## config.mk

```make
export PLATFORM = sky130hd
export DESIGN_NAME = arcade_io_top
export DESIGN_NICKNAME = d
export VERILOG_FILES = /design/src/rtl/arcade_io_pkg.sv /design/src/rtl/arcade_cfg_pkg.sv /design/src/rtl/arcade_io_top.sv /design/src/rtl/audio_dac.sv /design/src/rtl/button_pack.sv /design/src/rtl/player_orient.sv /design/src/rtl/input_merge.sv /design/src/rtl/clock_enables.sv
export SDC_FILE = /design/constraint.sdc
export NUM_CORES = 1
export LEC_CHECK = 0
export ABC_AREA = 1
export BUFFER_PORTS_ARGS = -buffer_cell sky130_fd_sc_hd__buf_4
export CAP_MARGIN = 10
export CORE_MARGIN = 5
export CORE_UTILIZATION = 40
export CTS_BUF_LIST = sky130_fd_sc_hd__clkbuf_8
export CTS_CLUSTER_SIZE = 16
export DETAILED_ROUTE_END_ITERATION = 8
export PLACE_DENSITY = 0.8
export SKIP_CTS_REPAIR_TIMING = 1
export SLEW_MARGIN = 20
export SYNTH_ARGS = -nofsm -noshare
export SYNTH_HDL_FRONTEND = slang
export SYNTH_SLANG_ARGS = --single-unit
```

## constraint.sdc

```tcl
create_clock -name clk_sys -period 3 [get_ports clk_sys]
set_clock_uncertainty 0.1 [all_clocks]
set_input_delay 0.15 -clock clk_sys [delete_from_list [all_inputs] [get_ports clk_sys]]
set_output_delay 0.15 -clock clk_sys [all_outputs]
set_load 0.01 [all_outputs]
```

## src/rtl/arcade_io_pkg.sv

```systemverilog
package arcade_io_pkg;

	// Clock enable strobes handed to the game core
	typedef struct packed {
		logic ce_12;
		logic ce_6p;
		logic ce_6n;
		logic ce_1p79;
	} clk_en_t;

	// Joystick word as delivered by the IO controller, right is bit 0
	typedef struct packed {
		logic [2:0] spare;
		logic       fire;
		logic       up;
		logic       down;
		logic       left;
		logic       right;
	} joy_t;

	// One player's merged controls before the cabinet orientation is applied
	typedef struct packed {
		joy_t stick;
		logic start;
		logic bomb;
	} player_raw_t;

	// One player's controls after orientation, all active high
	typedef struct packed {
		logic up;
		logic down;
		logic left;
		logic right;
		logic fire;
		logic bomb;
		logic start;
	} player_ctrl_t;

	// Inputs shared by the whole cabinet
	typedef struct packed {
		logic coin;
		logic service;
	} cabinet_t;

	// Active-low inputs of the game core
	typedef struct packed {
		logic [6:0] button_in1;
		logic [6:0] button_in2;
		logic       coin_n;
		logic       service_n;
	} core_buttons_t;

endpackage

```

## src/rtl/arcade_cfg_pkg.sv

```systemverilog
package arcade_cfg_pkg;

	// ====================
	// Clock enable division
	// ====================

	// Phase counter for the 12 MHz and 6 MHz style enables
	localparam int unsigned ce_phase_width = 2;

	// Sound enable divider, one strobe every snd_div_reload + 1 cycles
	localparam int unsigned snd_div_width  = 4;
	localparam int unsigned snd_div_reload = 13;

	// ====================
	// Datapath widths
	// ====================

	localparam int unsigned audio_width  = 10;
	localparam int unsigned kbjoy_width  = 10;
	localparam int unsigned status_width = 32;

	// Number of player control stages
	localparam int unsigned num_players = 2;

endpackage
```

## src/rtl/arcade_io_top.sv

```systemverilog
module arcade_io_top
	import arcade_cfg_pkg::*;
	import arcade_io_pkg::*;
(
	input  logic                    clk_sys,
	input  logic                    rst_n,
	input  logic [kbjoy_width-1:0]  kbjoy,
	input  joy_t                    joystick_0,
	input  joy_t                    joystick_1,
	input  logic [status_width-1:0] status,
	input  logic [1:0]              buttons,
	input  logic [audio_width-1:0]  audio,
	output clk_en_t                 clk_en,
	output core_buttons_t           core_buttons,
	output logic                    core_reset,
	output logic                    audio_l,
	output logic                    audio_r
);

	player_raw_t  [num_players-1:0] players_raw;
	player_ctrl_t [num_players-1:0] players_ctrl;
	cabinet_t                       cabinet;

	clock_enables u_clock_enables (
		.clk_sys (clk_sys),
		.rst_n   (rst_n),
		.clk_en  (clk_en)
	);

	// ====================
	// Control path
	// ====================

	input_merge u_input_merge (
		.clk_sys    (clk_sys),
		.rst_n      (rst_n),
		.kbjoy      (kbjoy),
		.joystick_0 (joystick_0),
		.joystick_1 (joystick_1),
		.players    (players_raw),
		.cabinet    (cabinet)
	);

	// One orientation stage per player, all following the menu option in status[2]
	for (genvar p = 0; p < num_players; p++) begin : g_player
		player_orient u_player_orient (
			.clk_sys (clk_sys),
			.rst_n   (rst_n),
			.rotate  (status[2]),
			.raw     (players_raw[p]),
			.ctrl    (players_ctrl[p])
		);
	end

	button_pack u_button_pack (
		.clk_sys      (clk_sys),
		.rst_n        (rst_n),
		.ctrl         (players_ctrl),
		.cabinet      (cabinet),
		.status       (status),
		.buttons      (buttons),
		.core_buttons (core_buttons),
		.core_reset   (core_reset)
	);

	// ====================
	// Audio
	// ====================

	audio_dac u_audio_dac (
		.clk_sys (clk_sys),
		.rst_n   (rst_n),
		.sample  (audio),
		.dac_out (audio_l)
	);

	// Mono core, both channels carry the same bit stream
	assign audio_r = audio_l;

endmodule

```

## src/rtl/audio_dac.sv

```systemverilog
module audio_dac
	import arcade_cfg_pkg::*;
(
	input  logic                   clk_sys,
	input  logic                   rst_n,
	input  logic [audio_width-1:0] sample,
	output logic                   dac_out
);

	logic [audio_width-1:0] acc;
	logic [audio_width:0]   sum;

	// The carry out of the accumulator is the pulse density output
	assign sum = {1'b0, acc} + {1'b0, sample};

	always_ff @(posedge clk_sys) begin
		if (!rst_n) begin
			acc     <= '0;
			dac_out <= 1'b0;
		end else begin
			acc     <= sum[audio_width-1:0];
			dac_out <= sum[audio_width];
		end
	end

endmodule

```

## src/rtl/button_pack.sv

```systemverilog
module button_pack
	import arcade_cfg_pkg::*;
	import arcade_io_pkg::*;
(
	input  logic                           clk_sys,
	input  logic                           rst_n,
	input  player_ctrl_t [num_players-1:0] ctrl,
	input  cabinet_t                       cabinet,
	input  logic         [status_width-1:0] status,
	input  logic         [1:0]             buttons,
	output core_buttons_t                  core_buttons,
	output logic                           core_reset
);

	// Core button order from MSB is start, fire, bomb, left, right, up, down
	function automatic logic [6:0] pack_active_low(player_ctrl_t c);
		return ~{c.start, c.fire, c.bomb, c.left, c.right, c.up, c.down};
	endfunction

	core_buttons_t buttons_d;
	logic          reset_req;

	assign buttons_d.button_in1 = pack_active_low(ctrl[0]);
	assign buttons_d.button_in2 = pack_active_low(ctrl[1]);
	assign buttons_d.coin_n     = ~cabinet.coin;
	assign buttons_d.service_n  = ~cabinet.service;

	// Reset from the menu, the reset toggle or the board button
	assign reset_req = status[0] | status[6] | buttons[1];

	// ====================
	// Output registers
	// ====================

	always_ff @(posedge clk_sys) begin
		if (!rst_n) begin
			core_buttons <= '1;
			core_reset   <= 1'b0;
		end else begin
			core_buttons <= buttons_d;
			core_reset   <= reset_req;
		end
	end

endmodule

```

## src/rtl/player_orient.sv

```systemverilog
module player_orient
	import arcade_io_pkg::*;
(
	input  logic         clk_sys,
	input  logic         rst_n,
	input  logic         rotate,
	input  player_raw_t  raw,
	output player_ctrl_t ctrl
);

	// Orientation level delayed one cycle so it lines up with the merged controls
	logic         rotate_q;
	player_ctrl_t ctrl_d;

	always_comb begin
		if (rotate_q) begin
			// Rotated cabinet, the stick is turned a quarter turn
			ctrl_d.up    = raw.stick.left;
			ctrl_d.down  = raw.stick.right;
			ctrl_d.left  = raw.stick.down;
			ctrl_d.right = raw.stick.up;
		end else begin
			ctrl_d.up    = raw.stick.up;
			ctrl_d.down  = raw.stick.down;
			ctrl_d.left  = raw.stick.left;
			ctrl_d.right = raw.stick.right;
		end
		ctrl_d.fire  = raw.stick.fire;
		ctrl_d.bomb  = raw.bomb;
		ctrl_d.start = raw.start;
	end

	always_ff @(posedge clk_sys) begin
		if (!rst_n) begin
			rotate_q <= 1'b0;
			ctrl     <= '0;
		end else begin
			rotate_q <= rotate;
			ctrl     <= ctrl_d;
		end
	end

endmodule

```

## src/rtl/input_merge.sv

```systemverilog
module input_merge
	import arcade_cfg_pkg::*;
	import arcade_io_pkg::*;
(
	input  logic                               clk_sys,
	input  logic                               rst_n,
	input  logic        [kbjoy_width-1:0]      kbjoy,
	input  joy_t                               joystick_0,
	input  joy_t                               joystick_1,
	output player_raw_t [num_players-1:0]      players,
	output cabinet_t                           cabinet
);

	joy_t                    kb_stick;
	joy_t [num_players-1:0]  sticks;
	logic [num_players-1:0]  kb_start;
	player_raw_t [num_players-1:0] players_d;

	// Keyboard cursor keys and fire, rearranged into the joystick layout
	assign kb_stick = '{
		spare: 3'b000,
		fire:  kbjoy[0],
		up:    kbjoy[4],
		down:  kbjoy[5],
		left:  kbjoy[6],
		right: kbjoy[7]
	};

	assign sticks   = {joystick_1, joystick_0};
	assign kb_start = {kbjoy[2], kbjoy[1]};

	// Each player sees its own joystick plus the shared keyboard
	always_comb begin
		for (int p = 0; p < num_players; p++) begin
			players_d[p].stick = sticks[p] | kb_stick;
			players_d[p].start = kb_start[p];
			players_d[p].bomb  = kbjoy[8];
		end
	end

	always_ff @(posedge clk_sys) begin
		if (!rst_n) begin
			players <= '0;
			cabinet <= '0;
		end else begin
			players         <= players_d;
			cabinet.coin    <= kbjoy[3];
			cabinet.service <= kbjoy[9];
		end
	end

endmodule

```

## src/rtl/clock_enables.sv

```systemverilog
module clock_enables
	import arcade_cfg_pkg::*;
	import arcade_io_pkg::*;
(
	input  logic    clk_sys,
	input  logic    rst_n,
	output clk_en_t clk_en
);

	logic [ce_phase_width-1:0] phase;
	logic [snd_div_width-1:0]  snd_div;

	always_ff @(posedge clk_sys) begin
		if (!rst_n) begin
			phase   <= '0;
			snd_div <= snd_div_width'(snd_div_reload);
			clk_en  <= '0;
		end else begin
			phase <= phase + 1'b1;

			// 12 MHz style enable on every odd phase
			clk_en.ce_12 <= phase[0];

			// The two 6 MHz style enables sit half a period apart
			clk_en.ce_6p <= phase[0] & ~phase[1];
			clk_en.ce_6n <= phase[0] & phase[1];

			// Sound enable from the divide-by-14 down-counter
			if (snd_div == '0) begin
				snd_div        <= snd_div_width'(snd_div_reload);
				clk_en.ce_1p79 <= 1'b1;
			end else begin
				snd_div        <= snd_div - 1'b1;
				clk_en.ce_1p79 <= 1'b0;
			end
		end
	end

endmodule

```

* Word-level counts from Yosys, hierarchy flattened *
Cells that the tools add are included.

word-level totals
  RAM bits = 0
  memory bits (read-only) = 0
  bits in registers = 67
  output and inout bits = 23
  latch bits = 0
  memories = 0
  word-level logic and storage cells = 62
  input port bits = 72

operators by class
  reductions and logical operators = 2
  magnitude comparators = 0
  shift-type cells = 0
  div/mod/pow operators = 0
  mux-type cells = 3
  bitwise logic cells = 12
  multipliers = 0
  eq/ne operators = 0
  add/subtract/negate cells = 3

operator list
  cell                 count
  $not 7->7            2
  $add 10x10->11       1
  $or 5x5->5           2
  $mux 4               2
  $logic_not 4->1      1
  $not 1->1            4
  $sub 4x1->4 const B  1
  $add 2x1->2 const B  1
  $and 1x1->1          2
  $or 1x1->1           2
  $reduce_or 2->1      1
  $mux 1               1

* Logic depth before layout (Yosys ltp) *
Gate-level depths: netlist of the first run.

  depth in word-level cells = 2
  mapped depth = 11
  mapped depth without buffers = 11

* Modules after synthesis *
A second synthesis of the first run with hierarchy kept.

second synthesis, totals
  cell total of the unflattened synthesis = 340
  area, all modules = 2763.9 um2

by module, submodules not included
  module         cells each  area each (um2)  times used
  audio_dac      116         769.5            1
  input_merge    66          600.6            1
  player_orient  38          291.5            2
  button_pack    39          442.9            1
  clock_enables  42          360.3            1
  arcade_io_top  1           7.5              1

* Worst setup path after synthesis of the first run *
Ideal clock, no wire load.

  path type = register to register
  start point = register u_audio_dac.acc[0]
  end point = register u_audio_dac.acc[6]
  buffers on the path = 0
  data arrival time = 1392 ps
  path slack = 1395 ps
  period minus slack after synthesis = 1605 ps
  cell stages (with the launch flop) = 11
  cell sequence = dfxtp_1 > ha_1 > inv_1 > fa_1 > nand3b_1 > nand2_2 > nand2_1 > nand2_1 > nand2_1 > nand2_1 > nor2_1

on the way
  cells in the longest elaborated chain, start to end = 1

ends and longest elaborated chain
  item                    line             source
  from (decl)             audio_dac.sv:10  logic [audio_width-1:0] acc;
  from (signal assigned)  audio_dac.sv:21  acc <= sum[audio_width-1:0];
  $add 10x10->11          audio_dac.sv:14  assign sum = {1'b0, acc} + {1'b0, sample};

Every way passes these cells.
A chain may end at the register's enable or synchronous reset.

* Worst setup path after layout of the first run *
  start point = register u_audio_dac.acc[0]
  end point = register u_audio_dac.dac_out

on the way
  cells in the longest elaborated chain, start to end = 1

ends and longest elaborated chain
  item                  line             source
  $add 10x10->11        audio_dac.sv:14
  to (signal assigned)  audio_dac.sv:22  dac_out <= sum[audio_width];
  to (decl)             audio_dac.sv:7   output logic dac_out

Every way passes these cells.

==> results of run 1 <==
metrics by stage:
step	instance area (um2)	util	cells	hold WS [ns]	total power, mW
2_1_floorplan	2380	-	288	0.148	1.27
3_3_place_gp	2860	0.489	413	0.235	1.37
3_5_place_dp	2860	0.489	413	0.236	1.38
4_1_cts	3090	0.528	429	-0.123	2.22
5_1_grt	3360	0.574	456	-0.00433	2.36
6_report	3360	0.574	456	-0.0134	2.23
layer usage:
layer  global-route usage  vias to the layer above  share of wire
met3               0.0341                       17          0.063
met4               0.0934                        0          0.040
li1                     -                     1060              -
met5                    0                        -              0
met1                0.146                      885           0.40
met2                0.205                       64           0.49
registers in the layout, summed over array words and instances (netlist names):
name                               flops
u_clock_enables.clk_en                 4
u_clock_enables.phase                  2
u_audio_dac.acc                       10
u_input_merge.players                 13
u_audio_dac.dac_out                    1
u_button_pack.core_buttons            15
u_clock_enables.snd_div                4
u_input_merge.cabinet                  2
g_player.u_player_orient.ctrl         13
u_button_pack.core_reset               1
g_player.u_player_orient.rotate_q      1
cell families (layout without fill, tap and decap cells):
family,after synthesis,count (layout)
compound gates,25,25
xor+xnor,2,2
fa+ha+maj,14,14
buf+inv,45,138
flops,66,66
simple gates,136,136
cell type report:
class | count | area share
clock buffer | 9 | 0.0369
clock inverter | 7 | 0.0298
inverter | 37 | 0.0414
multi-input combinational | 177 | 0.260
sequential | 66 | 0.394
tap | 75 | 0.0280
timing repair buffer | 85 | 0.210
cell usage in the layout (no fill, tap or decap):
cell type / synthesis / final
fa_1: 1 / 1
nand3b_1: 1 / 1
o21ai_0: 9 / 9
nand4_1: 1 / 1
o21bai_1: 2 / 2
clkbuf_8: 0 / 9
nand2_1: 66 / 66
nor2_1: 55 / 55
o21ai_1: 3 / 3
clkinv_1: 1 / 1
clkinv_4: 0 / 1
buf_4: 3 / 58
xnor2_1: 2 / 2
clkinv_2: 0 / 1
nor2_2: 2 / 2
dfxtp_1: 66 / 66
dlygate4sd3_1: 0 / 27
nand2_2: 2 / 2
inv_2: 3 / 3
bufinv_16: 0 / 2
a21oi_2: 1 / 1
inv_1: 33 / 33
ha_1: 13 / 13
a21oi_1: 9 / 9
nor3_1: 3 / 3
a31oi_1: 1 / 1
inv_6: 0 / 3
nand3_1: 6 / 6
where the power goes:
| group | internal, mW | switching, mW | total [mW] |
|---|---|---|---|
| clock network | 0.477 | 0.356 | 0.832 |
| logic | 0.188 | 0.225 | 0.413 |
| registers | 0.955 | 0.0281 | 0.983 |
| total | 1.62 | 0.609 | 2.23 |
worst max-delay path: cells and delay by family, from the launching register on:
kind	cells	cell delay, ns
AND/OR/NAND/NOR	7	0.65
adder cells (fa/ha/maj)	2	0.57
flip-flops	1	0.31
buffers and inverters	2	0.13
path summary, 6_finish.rpt:
kind                                                        from                                  endpoint  slack, ns  cells after the start
setup / recovery                   u_audio_dac.acc[0]$_SDFF_PN0_            u_audio_dac.dac_out$_SDFF_PN0_       1.20                     11
hold / removal                                          kbjoy[4]      u_input_merge.players[15]$_SDFF_PN0_      -0.01                      3
setup reg to reg                   u_audio_dac.acc[0]$_SDFF_PN0_            u_audio_dac.dac_out$_SDFF_PN0_       1.20                     11
hold reg to reg   g_player[1].u_player_orient.ctrl[6]$_SDFF_PN0_  u_button_pack.core_buttons[3]$_SDFF_PN1_       0.26                      1
==> out/metrics.yaml, run 1 <==
area_delta_synth_final_pct: 41.1
synth_compound_area_frac: 0.0568
p_leak_nw: 1.72
min_path_type: "in2reg"
setup_tns_ns: 0
ys_types: 24
synth_top_family_by_area: "simple AND/OR/NAND/NOR gates"
cp_max_fo: 4
cp.arrival_ns: 1.99
start_util: 0.407
grtUsageTotal: 0.128
cpMostUsedCell: "nand2_1"
clkTransAtPathRegs_ns: 0.08
synth_fa_ha_area_frac: 0.0768
multi_input_area_um2: 873
cp.required_ns: 3.18
numCtsBuffers: 9
synth_top_area_share: 0.555
rsz0062_at_grt: "no"
start_kind: "flop"
synth_xor_area_frac: 0.00736
dr.pass1.iters: 4
finalMaxSlewViolations: 0
viasPerCell: 4.44
wl_per_cell_um: 10.8
cap_violations: 0
ant_nets: 0
cp_slowest_cell: "fa_1"
pre_cts_slack_ns: 1.20
yosys-mux-area-fraction: 0
wirelength_um: 4910
fmax_mhz: 555
diodes: 0
grt_antenna_before_repair: 0
worst_setup_path_end_kind: "flop"
yosysSeqAreaShare: 0.555
placement.io_buffers: 58
critical_path_class: "reg2reg"
yosys_warnings: 0
synth_edf_count: 0
dr.first_iter.drc_count: 95
gp_congestion: 0.822
status: "finished, violations left"
h-tree-depth: 3
syn_area_per_cell_um2: 8.26
worstMarginPinSlew_ns: 0.473
finalCritPeriodShare: 0.601
route.vias.total: 2026
num_rows: 28
slew_headroom: 0.685
hold_viol: 1
grt_pass1_vias: 1807
yosysTopAreaCell: "dfxtp_1"
synth_top_cells_by_count: "dfxtp_1 (66), nand2_1 (66), nor2_1 (55)"
worst_skew_pair.late_latency_ns: 0.34
syn_area_um2: 2380
cp_cell_sequence: "ha_1 -> inv_1 -> fa_1 -> nand3b_1 -> nand2_2 -> nand2_1 -> nand2_1 -> nand2_1 -> nand2_1 -> nand2_1 -> inv_1"
synthArstFlopShare: 0
drc: 0
fill_cells: 522
powerDensity_nw_per_um2: 664
ioPinCount: 95
ctsLongestPathBuffers: 2
dieArea_um2: 7590
setup_violations: 0
cts_tree: "done"
vdd_drop_max_uv: 400
register_area_um2: 1320
synth_fp_nets: 374
yosys-top-cells-area: "dfxtp_1 (56%), nand2_1 (10%), nor2_1 (8.7%)"
grt_pass1_wl_um: 7430
synth_ff_type: "dfxtp_1"
die_w_um: 87.1
min_period_ns: 1.80
cts_sinks: 66
fin_ws_ns: 1.20
die_y_um: 87.1
drive_above_1_share: 0.215
synthSimpleGateAreaFrac: 0.226
cts-root-buf: "clkbuf_8"
whs_ns: -0.0134
gr-total-overflow: 0
violations: "negative hold slack"
ys_ff_latch: 66
core_um2: 5850
dp_hpwl_um: 3140
syn_inst: 288
grt_max_degree: 50
final_nets: 462
slowest_delay_ns: 0.39
(Power assumes the default switching activity.)
==> run 2, diff against run 1 <==
Settings changed: ABC_AREA 1 to 0.
Clock period 3 ns to 1.85 ns, I/O delays scaled along.
==> out/metrics.yaml, run 2 <==
synth_top_area_share: 0.564  # was 0.555
pre_cts_slack_ns: -0.106  # was 1.20 ns
synth_most_common_cell: "dfxtp_1"
syn_area_um2: 2340  # was 2380 um2
worstMarginPinSlew_ns: 0.413  # was 0.473 ns
hp-start: "rst_n"  # was kbjoy[4]
drc: 0  # unchanged
yosys-mux-area-fraction: 0.0384  # was 0
area_delta_synth_final_pct: 44.9  # was 41.1%
cts-root-buf: "clkbuf_8"  # unchanged
yosysTopAreaCell: "dfxtp_1"  # unchanged
grt_antenna_before_repair: 0  # unchanged
status: "complete, no violations"  # was finished, violations left
die_w_um: 86.6  # was 87.1 um
ioPinCount: 95  # unchanged
synthSimpleGateAreaFrac: 0.179  # was 0.226
wirelength_um: 4690  # was 4910 um
slew_headroom: 0.724  # was 0.685
finalMaxSlewViolations: 0  # unchanged
gr-total-overflow: 0  # unchanged
reg2regPathDepth: 8  # was 11
synth_fa_ha_area_frac: 0.0779  # was 0.0768
gp_congestion: 0.756  # was 0.822
setup_violations: 0  # unchanged
largest-register: "u_button_pack.core_buttons"  # unchanged
min_path_type: "in2reg"  # unchanged
synth_compound_area_frac: 0.0854  # was 0.0568
ys_types: 36  # was 24
h-tree-depth: 3  # unchanged
grt_pass1_vias: 1668  # was 1807
ctsLongestPathBuffers: 2  # unchanged
start_kind: "flop"  # unchanged
die_y_um: 86.6  # was 87.1 um
setup_tns_ns: 0  # unchanged
cp.arrival_ns: 1.97  # was 1.99 ns
r2r-start: "u_audio_dac.acc[0]$_SDFF_PN0_"  # unchanged
grt_max_degree: 39  # was 50
p_leak_nw: 1.53  # was 1.72 nW
powerDensity_nw_per_um2: 1070  # was 664 nW/um2
dr.first_iter.drc_count: 62  # was 95
synth_xor_area_frac: 0.0149  # was 0.00736
cts_sinks: 66  # unchanged
critical_path_class: "reg2reg"  # unchanged
yosys_warnings: 0  # unchanged
final_common_cell: "dfxtp_1"
synth_ff_type: "dfxtp_1"  # unchanged
diodes: 0  # unchanged
rsz0062_at_grt: "no"  # unchanged
grt_pass1_wl_um: 7160  # was 7430 um
final_nets: 411  # was 462
clkTransAtPathRegs_ns: 0.07  # was 0.08 ns
dp_hpwl_um: 3140  # about the same
dr.pass1.iters: 4  # unchanged
ys_ff_latch: 66  # unchanged
r2r-end: "u_audio_dac.dac_out$_SDFF_PN0_"  # unchanged
fmax_mhz: 558  # was 555 MHz
syn_area_per_cell_um2: 10.1  # was 8.26 um2
numCtsBuffers: 9  # unchanged
cts_tree: "done"  # unchanged
reg_top3: "u_button_pack.core_buttons x15, g_player.u_player_orient.ctrl x13, u_input_merge.players x13"  # unchanged
start_util: 0.418  # was 0.407
vdd_drop_max_uv: 597  # was 400 uV
worst_skew_pair.late_latency_ns: 0.33  # was 0.34 ns
fin_ws_ns: 0.0577  # was 1.20 ns
final_cell_mix: "dfxtp_1 (65), buf_4 (62), nor2_1 (46)"  # was nand2_1 (66), dfxtp_1 (66), buf_4 (58)
worst_setup_path_end_kind: "flop"  # unchanged
cp.required_ns: 2.03  # was 3.18 ns
cp_max_fo: 3  # was 4
wl_per_cell_um: 11.7  # was 10.8 um
reg2reg_slack_ns: 0.06  # was 1.20 ns
final_design_area_no_fill_um2: 3400  # was 3360 um2
hold_path_depth: 3  # unchanged
largest_register_ff_count: 15  # unchanged
route.vias.total: 1809  # was 2026
synth_top_cells_by_count: "dfxtp_1 (66), nor2_1 (46), nand2_1 (21)"  # was dfxtp_1 (66), nand2_1 (66), nor2_1 (55)
placement.io_buffers: 58  # unchanged
syn_inst: 232  # was 288
viasPerCell: 4.50  # was 4.44
dieArea_um2: 7490  # was 7590 um2
grtUsageTotal: 0.125  # was 0.128
cap_violations: 0  # unchanged
synthArstFlopShare: 0  # unchanged
synth_top_family_by_area: "simple AND/OR/NAND/NOR gates"  # unchanged
drive_above_1_share: 0.279  # was 0.215
yosys-top-cells-area: "dfxtp_1 (56%), nor2_1 (7.4%), ha_1 (6.9%)"  # was dfxtp_1 (56%), nand2_1 (10%), nor2_1 (8.7%)
hold_viol: 0  # was 1
fill_cells: 461  # was 522
multi_input_area_um2: 970  # was 873 um2
core_um2: 5610  # was 5850 um2
num_rows: 27  # was 28
ant_nets: 0  # unchanged
min_period_ns: 1.79  # was 1.80 ns
post_dp_cell_area_um2: 2850  # was 2860 um2
register_area_um2: 1320  # about the same
yosysSeqAreaShare: 0.564  # was 0.555
hold_path_end: "u_audio_dac.acc[5]$_SDFF_PN0_"  # was u_input_merge.players[15]$_SDFF_PN0_
synth_edf_count: 0  # unchanged
synth_fp_nets: 318  # was 374
finalCritPeriodShare: 0.969  # was 0.601
[run 2: changes by cell type in the layout (fill, tap and decap cells not counted), moves of 4 or more]
cell,before,now
nand3_1,6,1
nand2_1,66,21
a21oi_1,9,4
mux2i_1,0,9
buf_4,58,62
and2_1,0,15
nor2_1,55,46
inv_1,33,9
[run 2: report_power, final]
part | internal [mW] | switching [mW] | total [mW]
registers | 1.56 | 0.0557 | 1.62
clock network | 0.688 | 0.510 | 1.20
logic | 0.423 | 0.395 | 0.817
total | 2.67 | 0.960 | 3.63
[run 2: worst max-delay path by stage]
stage	startpoint	end	slack [ns]	cells after the start
4_1_cts	u_audio_dac.acc[0]$_SDFF_PN0_	u_audio_dac.dac_out$_SDFF_PN0_	-0.13	8
6_report	u_audio_dac.acc[0]$_SDFF_PN0_	u_audio_dac.dac_out$_SDFF_PN0_	0.06	8
3_5_place_dp	u_audio_dac.acc[0]$_SDFF_PN0_	u_audio_dac.dac_out$_SDFF_PN0_	-0.11	8
5_1_grt	u_audio_dac.acc[0]$_SDFF_PN0_	u_audio_dac.dac_out$_SDFF_PN0_	0.01	8
2_1_floorplan	u_audio_dac.acc[0]$_SDFF_PN0_	u_audio_dac.dac_out$_SDFF_PN0_	0.03	8
3_3_place_gp	u_audio_dac.acc[0]$_SDFF_PN0_	u_audio_dac.dac_out$_SDFF_PN0_	-0.09	8
[run 2: cell families after synthesis]
kind of cell	after synthesis
AO/OA/AOI/OAI	27
XOR/XNOR	4
adder cells (fa/ha/maj)	14
buffers and inverters	19
flip-flops	66
multiplexers	9
AND/OR/NAND/NOR	93
[run 2: per-stage QoR]
| stage | power [mW] | instances | util | hold WS, ns |
|---|---|---|---|---|
| final | 3.63 | 402 | 0.606 | 0.0879 |
| after global routing | 3.87 | 402 | 0.606 | 0.0869 |
| after CTS | 3.58 | 372 | 0.545 | -0.157 |
| after detailed placement | 2.37 | 356 | 0.508 | 0.205 |
| after global placement | 2.34 | 356 | 0.508 | 0.199 |
| after floorplan | 2.16 | 232 | - | 0.108 |
[run 2: routing by layer]
metal,wire (um),vias to the layer above,global-route usage
met5,0,-,0
met4,87,0,0.0722
met3,269,10,0.0504
met2,2420,45,0.206
met1,1910,817,0.136
li1,-,937,-
[run 2: critical path, stage by stage, from the launching register on]
cell and delay, ns:
dfxtp_2 0.34, ha_4 0.13, inv_2 0.03, fa_2 0.36, nor2b_4 0.13, o31a_4 0.17, o21ai_4 0.06, a211oi_2 0.21
o221a_2 0.20
[run 2: area by class of cell]
| cell class | instances | share of cell area |
|---|---|---|
| Sequential cell | 66 | 0.389 |
| Clock inverter | 5 | 0.0158 |
| Multi-Input combinational cell | 147 | 0.285 |
| Tap cell | 72 | 0.0265 |
| Inverter | 9 | 0.00994 |
| Timing Repair Buffer | 92 | 0.228 |
| Clock buffer | 11 | 0.0446 |
